**config.mk**
```make
export PLATFORM = sky130hd
export DESIGN_NAME = valu_issue
export DESIGN_NICKNAME = d
export VERILOG_FILES = /design/src/verilog/valu_pkg.sv /design/src/verilog/valu_issue.sv
export SDC_FILE = /design/constraint.sdc
export NUM_CORES = 1
export LEC_CHECK = 0
export BUFFER_PORTS_ARGS = -buffer_cell sky130_fd_sc_hd__buf_2
export CORE_AREA = 2 2 134 136
export CTS_BUF_LIST = sky130_fd_sc_hd__clkbuf_8
export CTS_CLUSTER_SIZE = 8
export DETAILED_ROUTE_END_ITERATION = 10
export DIE_AREA = 0 0 136 138
export PLACE_DENSITY_LB_ADDON = 0.15
export SLEW_MARGIN = 20
export SYNTH_ARGS = -nofsm -noshare
export SYNTH_HDL_FRONTEND = slang
export SYNTH_SLANG_ARGS = --single-unit
```
**constraint.sdc**
```tcl
create_clock -name clk -period 2.1 [get_ports clk]
set_clock_uncertainty 0.2 [all_clocks]
set_input_delay 0.105 -clock clk [delete_from_list [all_inputs] [get_ports clk]]
set_output_delay 0.105 -clock clk [all_outputs]
set_load 0.05 [all_outputs]
```
**src/verilog/valu_pkg.sv**
```systemverilog
/* Vector ALU shared definitions
   Register and lane widths, opcode and class encodings, issue packet */
package valu_pkg;

    ////////////////////////////////////////
    // Widths
    ////////////////////////////////////////
    localparam int VLEN  = 64;
    localparam int LLEN  = 32;
    localparam int LANES = VLEN / LLEN;

    typedef logic [VLEN-1:0] vec_t;
    typedef logic [LLEN-1:0] lane_t;
    typedef logic [31:0]     scalar_t;

    ////////////////////////////////////////
    // Encodings
    ////////////////////////////////////////
    typedef enum logic [1:0] {
        SEW8  = 2'd0,
        SEW16 = 2'd1,
        SEW32 = 2'd2
    } sew_e;

    typedef enum logic [4:0] {
        VADD_VV     = 5'd0,
        VADD_VX     = 5'd1,
        VSUB_VV     = 5'd2,
        VSUB_VX     = 5'd3,
        VAND_VV     = 5'd4,
        VOR_VV      = 5'd5,
        VXOR_VV     = 5'd6,
        VMIN_VV     = 5'd7,
        VMAX_VV     = 5'd8,
        VMUL_VV     = 5'd9,
        VMV_VV      = 5'd10,
        VMV_VX      = 5'd11,
        VREDSUM     = 5'd12,
        VREDAND     = 5'd13,
        VREDOR      = 5'd14,
        VREDXOR     = 5'd15,
        VSLIDE1UP   = 5'd16,
        VSLIDE1DOWN = 5'd17
    } valu_op_e;

    // Normalized function, also selects the reduction fold
    typedef enum logic [2:0] {
        L_ADD = 3'd0,
        L_SUB = 3'd1,
        L_AND = 3'd2,
        L_OR  = 3'd3,
        L_XOR = 3'd4,
        L_MIN = 3'd5,
        L_MAX = 3'd6,
        L_MUL = 3'd7
    } lane_op_e;

    typedef enum logic [1:0] {
        C_LANE   = 2'd0,
        C_MOVE   = 2'd1,
        C_REDUCE = 2'd2,
        C_SLIDE  = 2'd3
    } op_class_e;

    // Issue to execute packet
    typedef struct packed {
        logic      valid;
        op_class_e op_class;
        lane_op_e  lane_op;
        lane_op_e  red_op;
        logic      slide_up;
        sew_e      sew;
        vec_t      first_operand;
        vec_t      second_operand;
        scalar_t   scalar;
    } issue_pkt_t;

endpackage

```
**src/verilog/valu_issue.sv**
```systemverilog
/* Vector ALU issue stage
   Opcode decode, scalar broadcast and the issue packet register */
`timescale 1ns/1ns

module valu_issue (
    input  logic                 clk,
    input  logic                 reset_n,
    input  logic                 valid_i,
    input  valu_pkg::valu_op_e   op_i,
    input  valu_pkg::sew_e       sew_i,
    input  valu_pkg::vec_t       first_operand_i,
    input  valu_pkg::vec_t       second_operand_i,
    input  valu_pkg::scalar_t    scalar_i,
    output valu_pkg::issue_pkt_t pkt_o
);

    valu_pkg::vec_t       scalar_bcast;
    logic                 use_scalar;
    valu_pkg::issue_pkt_t pkt_d;
    valu_pkg::issue_pkt_t pkt_q;
    logic                 valid_q;

    // Low sew bits of the scalar copied into every element
    always_comb begin
        case (sew_i)
            valu_pkg::SEW8:  scalar_bcast = {(valu_pkg::VLEN/8){scalar_i[7:0]}};
            valu_pkg::SEW16: scalar_bcast = {(valu_pkg::VLEN/16){scalar_i[15:0]}};
            default:         scalar_bcast = {(valu_pkg::VLEN/32){scalar_i}};
        endcase
    end

    ////////////////////////////////////////
    // Decode
    ////////////////////////////////////////
    always_comb begin
        pkt_d          = '0;
        pkt_d.op_class = valu_pkg::C_LANE;
        pkt_d.lane_op  = valu_pkg::L_ADD;
        pkt_d.red_op   = valu_pkg::L_ADD;
        use_scalar     = 1'b0;

        case (op_i)
            valu_pkg::VADD_VV:     pkt_d.lane_op = valu_pkg::L_ADD;
            valu_pkg::VSUB_VV:     pkt_d.lane_op = valu_pkg::L_SUB;
            valu_pkg::VAND_VV:     pkt_d.lane_op = valu_pkg::L_AND;
            valu_pkg::VOR_VV:      pkt_d.lane_op = valu_pkg::L_OR;
            valu_pkg::VXOR_VV:     pkt_d.lane_op = valu_pkg::L_XOR;
            valu_pkg::VMIN_VV:     pkt_d.lane_op = valu_pkg::L_MIN;
            valu_pkg::VMAX_VV:     pkt_d.lane_op = valu_pkg::L_MAX;
            valu_pkg::VMUL_VV:     pkt_d.lane_op = valu_pkg::L_MUL;
            valu_pkg::VADD_VX: begin
                pkt_d.lane_op = valu_pkg::L_ADD;
                use_scalar    = 1'b1;
            end
            valu_pkg::VSUB_VX: begin
                pkt_d.lane_op = valu_pkg::L_SUB;
                use_scalar    = 1'b1;
            end
            valu_pkg::VMV_VV:      pkt_d.op_class = valu_pkg::C_MOVE;
            valu_pkg::VMV_VX: begin
                pkt_d.op_class = valu_pkg::C_MOVE;
                use_scalar     = 1'b1;
            end
            valu_pkg::VREDSUM: begin
                pkt_d.op_class = valu_pkg::C_REDUCE;
                pkt_d.red_op   = valu_pkg::L_ADD;
            end
            valu_pkg::VREDAND: begin
                pkt_d.op_class = valu_pkg::C_REDUCE;
                pkt_d.red_op   = valu_pkg::L_AND;
            end
            valu_pkg::VREDOR: begin
                pkt_d.op_class = valu_pkg::C_REDUCE;
                pkt_d.red_op   = valu_pkg::L_OR;
            end
            valu_pkg::VREDXOR: begin
                pkt_d.op_class = valu_pkg::C_REDUCE;
                pkt_d.red_op   = valu_pkg::L_XOR;
            end
            valu_pkg::VSLIDE1UP: begin
                pkt_d.op_class = valu_pkg::C_SLIDE;
                pkt_d.slide_up = 1'b1;
            end
            valu_pkg::VSLIDE1DOWN: pkt_d.op_class = valu_pkg::C_SLIDE;
            default:               pkt_d.lane_op  = valu_pkg::L_ADD;
        endcase

        pkt_d.valid          = valid_i;
        pkt_d.sew            = sew_i;
        pkt_d.first_operand  = first_operand_i;
        pkt_d.second_operand = use_scalar ? scalar_bcast : second_operand_i;
        pkt_d.scalar         = scalar_i;
    end

    ////////////////////////////////////////
    // Stage register
    ////////////////////////////////////////
    always_ff @(posedge clk or negedge reset_n) begin
        if (!reset_n) begin
            valid_q <= 1'b0;
        end else begin
            valid_q <= pkt_d.valid;
        end
    end

    always_ff @(posedge clk) begin
        if (valid_i) begin
            pkt_q <= pkt_d;
        end
    end

    always_comb begin
        pkt_o       = pkt_q;
        pkt_o.valid = valid_q;
    end

endmodule

```
==> results.py, run 1 <==
metrics = {
    "status": {
        "status": "did not finish",
        "error": "[ERROR RSZ-0060] Max buffer count reached.",
        "failing_step": "4_1_cts",
    },
    "logic_synthesis": {
        "yosys-top-cells-area": "edfxtp_1, o21a_1, mux2_4",
        "ys_warn_count": 0,
        "avgSynthCellArea_um2": 18.2,
        "synth_area_mm2": 0.00655,
        "synth_cell_types": 30,
        "synth_top_area_frac": 0.784,
        "seq_area_frac_synth": 0.788,
        "netlist_instances": 360,
        "syn_nets": 530,
        "synth_top_area_cell": "edfxtp_1",
        "ys_ff_latch": 172,
    },
    "cts": {
        "cts_made_buffers": 17,
        "numClockSinks": 172,
        "cts_resized": 0,
        "holdBufCountCts": 190,
        "htree_levels": 4,
        "clock_path_buffers": 2,
        "post_cts_buffers": 0,
        "cts_root_buffer": "clkbuf_8",
    },
    "die": {
        "die_h_um": 138,
        "start_util": 0.374,
        "fp-row-count": 49,
        "die_w_um": 136,
        "io_pins": 342,
    },
    "place": {
        "placed_area_mm2": 0.00857,
        "gp_congestion": 0.747,
        "dpl.hpwl_um": 13500,
        "pre_cts_ws_ns": 0.317,
        "io_buffers": 341,
    },
}
-- metrics by stage --
| step | utilization | instances |
|---|---|---|
| after floorplan | - | 360 |
| after global placement | 0.489 | 916 |
| after detailed placement | 0.489 | 916 |
-- Yosys cell counts --
master,number
dfrtp_1,1
or3b_2,8
buf_6,2
buf_2,8
clkbuf_1,9
nand2_2,1
nor2b_1,8
o21ai_0,8
mux2i_1,9
o32a_1,1
a211oi_1,8
o21a_1,32
buf_4,4
o2bb2ai_1,16
nand2_1,4
nor3_1,3
and2_1,1
buf_1,1
nand2b_1,9
nand3_1,16
edfxtp_1,171
nand3b_1,4
nand4_1,8
a21oi_1,2
mux2_2,3
nor3b_4,1
inv_1,2
xnor2_1,2
mux2_4,13
nor2_1,5
-- kinds of logic after synthesis --
family	after synthesis	synth area share
AO/OA/AOI/OAI	67	0.0764
buffers and inverters	26	0.0210
AND/OR/NAND/NOR	68	0.0636
XOR/XNOR	2	0.00267
multiplexers	25	0.0487
flip-flops	172	0.788
==> inputs of run 2 (changes only) <==
Settings changed: CORE_AREA 2 2 134 136 to default, CORE_UTILIZATION from default to 31, CTS_BUF_LIST sky130_fd_sc_hd__clkbuf_8 to default, CTS_CLUSTER_SIZE 8 to default, DIE_AREA 0 0 136 138 to default.
==> run 2 against run 1 <==
  * The flow now finishes without violations
  * Synthesized area is the same
  * Synthesized cell count unchanged
==> results.py, run 2 <==
metrics = {
    "min_path": {
        "hold_class": "primary input to register",
        "hold_path_depth": 3,
        "min_from": "op_i[2]",
        "worstHoldEndpoint": "pkt_o[164]",
    },
    "logic_synthesis": {
        "async_flop_share": 0.00581,
        "yosys-top-cells-area": "edfxtp_1, o21a_1, mux2_4",
        "netlist_top_cells_count": "edfxtp_1, o21a_1, nand3_1, o2bb2ai_1, mux2_4",
        "synth_top_area_cell": "edfxtp_1",
        "ys_ff_latch": 172,
        "netlist_instances": 360,
        "synth_area_mm2": 0.00655,
        "synthFlopType": "edfxtp_1",
        "syn_nets": 530,
        "seq_area_frac_synth": 0.788,
        "synth_cell_types": 30,
        "synth-edff-count": 171,
        "avgSynthCellArea_um2": 18.2,
        "synth_most_common_cell": "edfxtp_1",
        "ys_warn_count": 0,
        "synth_top_area_frac": 0.784,
    },
    "timing": {
        "grt_setup_unrepaired": "false",
        "fmaxAchievable_mhz": 545,
        "tns_ns": 0,
        "worst_pin_slew_ns": 0.836,
        "finalMaxSlewViolations": 0,
        "slew_headroom": 0.442,
        "period_share": 0.874,
        "setup_violations": 0,
        "finalHoldViolations": 0,
        "period_minus_slack_ns": 1.83,
    },
    "place": {
        "io_buffers": 341,
        "dpl.hpwl_um": 13900,
        "gp_congestion": 0.763,
    },
    "pwr": {
        "power_mw": 9.26,
        "cellLeakagePower_nw": 4.64,
        "power_density_mw_per_mm2": 833,
        "irDropWorstVdd_mv": 0.516,
    },
    "die": {
        "die_h_um": 147,
        "io_pins": 342,
        "core_area_mm2": 0.0205,
        "die_w_um": 147,
        "fp-row-count": 52,
        "dieArea_mm2": 0.0217,
        "start_util": 0.320,
    },
    "finish": {
        "fin_nets": 1071,
        "fillCellCount": 1723,
        "diodes": 0,
        "syn_to_final_growth_pct": 69.7,
        "layout_common_cells": "buf_2, dlygate4sd3_1, edfxtp_1",
        "largest_reg_flops": 171,
        "final_common_cell": "buf_2",
        "drive_gt1_frac": 0.450,
    },
    "drt": {
        "drtIter0Drc": 208,
        "routed_wl_um": 20800,
        "first_pass_iters": 4,
        "vias_per_cell": 4.51,
        "drcViolationCount": 0,
        "vias": 5338,
        "ant_nets": 0,
        "routedWlPerCell_um": 17.5,
    },
    "critical_path": {
        "worstPathMaxFanout": 33,
        "crit_required_ns": 2.05,
        "crit_chain": "dlygate4sd3_1, buf_2, nor2b_1, a211oi_1, o2bb2ai_1",
        "slowest_stage": "dlygate4sd3_1",
        "crit_path_start_kind": "primary input",
        "slowest_delay_ns": 0.51,
        "critPathCaptureType": "register",
        "criticalPathCategory": "primary input to register",
        "cp.arrival_ns": 1.78,
    },
    "cts": {
        "path_clk_slew_ns": 0.07,
        "numClockSinks": 172,
        "cts_root_buffer": "clkbuf_16",
        "htree_levels": 4,
        "cts_resized": 0,
        "cts_made_buffers": 17,
        "clock_path_buffers": 2,
        "cts_tree": "built",
    },
    "global_routing": {
        "grt_pass1_wl_um": 31200,
        "grt_max_degree": 49,
        "antenna_found_initial": 0,
        "overflow": 0,
        "grt_use_total": 0.192,
        "grt_pass1_vias": 5710,
    },
    "status": {
        "status": "complete, no violations",
    },
    "job": {
        "maxCapViolCount": 0,
    },
}
## run 2: cell counts after synthesis
No cell type changed its count.
## run 2: routing by layer
layer  global-route usage  share of wire  vias to the layer above  routed length (µm)
li1                     -              -                     2505                   -
met1                0.220           0.40                     2566                8260
met2                0.346           0.52                      238               10800
met3               0.0485          0.061                       29                1260
met4               0.0716          0.019                        0                 388
met5                    0              0                        -                   0
## run 2: critical path: cells and delay by family
family | cells | cell delay, ns
compound gates | 2 | 0.61
buf+inv | 2 | 0.96
simple gates | 1 | 0.09
## run 2: per-stage QoR
stage               instances  hold slack [ns]  cell area, µm²   util  worst slack (ns)
finish                   1184           0.0399           11100  0.543             0.266
global placement          960           -0.320            8640  0.422             0.350
floorplan                 360           -0.391            6550      -             0.455
global route             1184           0.0410           11100  0.543             0.156
detailed placement        960           -0.317            8640  0.422             0.304
CTS                      1184          0.00425           11100  0.543             0.269
## run 2: worst max path at each step
stage / slack [ns] / startpoint / to / depth (start not counted)
finish: 0.27 / sew_i[0] / pkt_o[58] / 5
global route: 0.16 / sew_i[0] / pkt_o[60] / 5
CTS: 0.27 / sew_i[0] / pkt_o[58] / 5
detailed placement: 0.30 / op_i[0] / pkt_o[87] / 6
global placement: 0.35 / op_i[0] / pkt_o[86] / 6
floorplan: 0.45 / op_i[4] / pkt_o[35] / 5
## run 2: cell type report
type | instances | area, µm² | share of cell area
Sequential cell | 172 | 5160 | 0.464
Timing Repair Buffer | 546 | 3810 | 0.342
Inverter | 2 | 7.51 | 0.000675
Multi-Input combinational cell | 162 | 1250 | 0.113
Clock buffer | 18 | 429 | 0.0386
Tap cell | 270 | 338 | 0.0304
Clock inverter | 14 | 124 | 0.0111
## run 2: where the power goes
group          total, mW  internal, mW  switching, mW
logic               2.10         0.673           1.43
registers           4.16          4.09         0.0679
clock network       3.00          1.56           1.44
total               9.26          6.33           2.93
## run 2: kinds of logic (layout without fill, tap and decap cells)
| kind of cell | after synthesis | in the layout | synth area share |
|---|---|---|---|
| XOR/XNOR | 2 | 2 | 0.00267 |
| buffers and inverters | 26 | 580 | 0.0210 |
| multiplexers | 25 | 25 | 0.0487 |
| AO/OA/AOI/OAI | 67 | 67 | 0.0764 |
| flip-flops | 172 | 172 | 0.788 |
| AND/OR/NAND/NOR | 68 | 68 | 0.0636 |
## run 2: repair_timing
action | in CTS | in global routing
setup buffers | 0 | 0
endpoints found under the hold margin | 200 | 0
hold buffers | 192 | 0
Note: power is estimated with default switching activity, not from simulation.
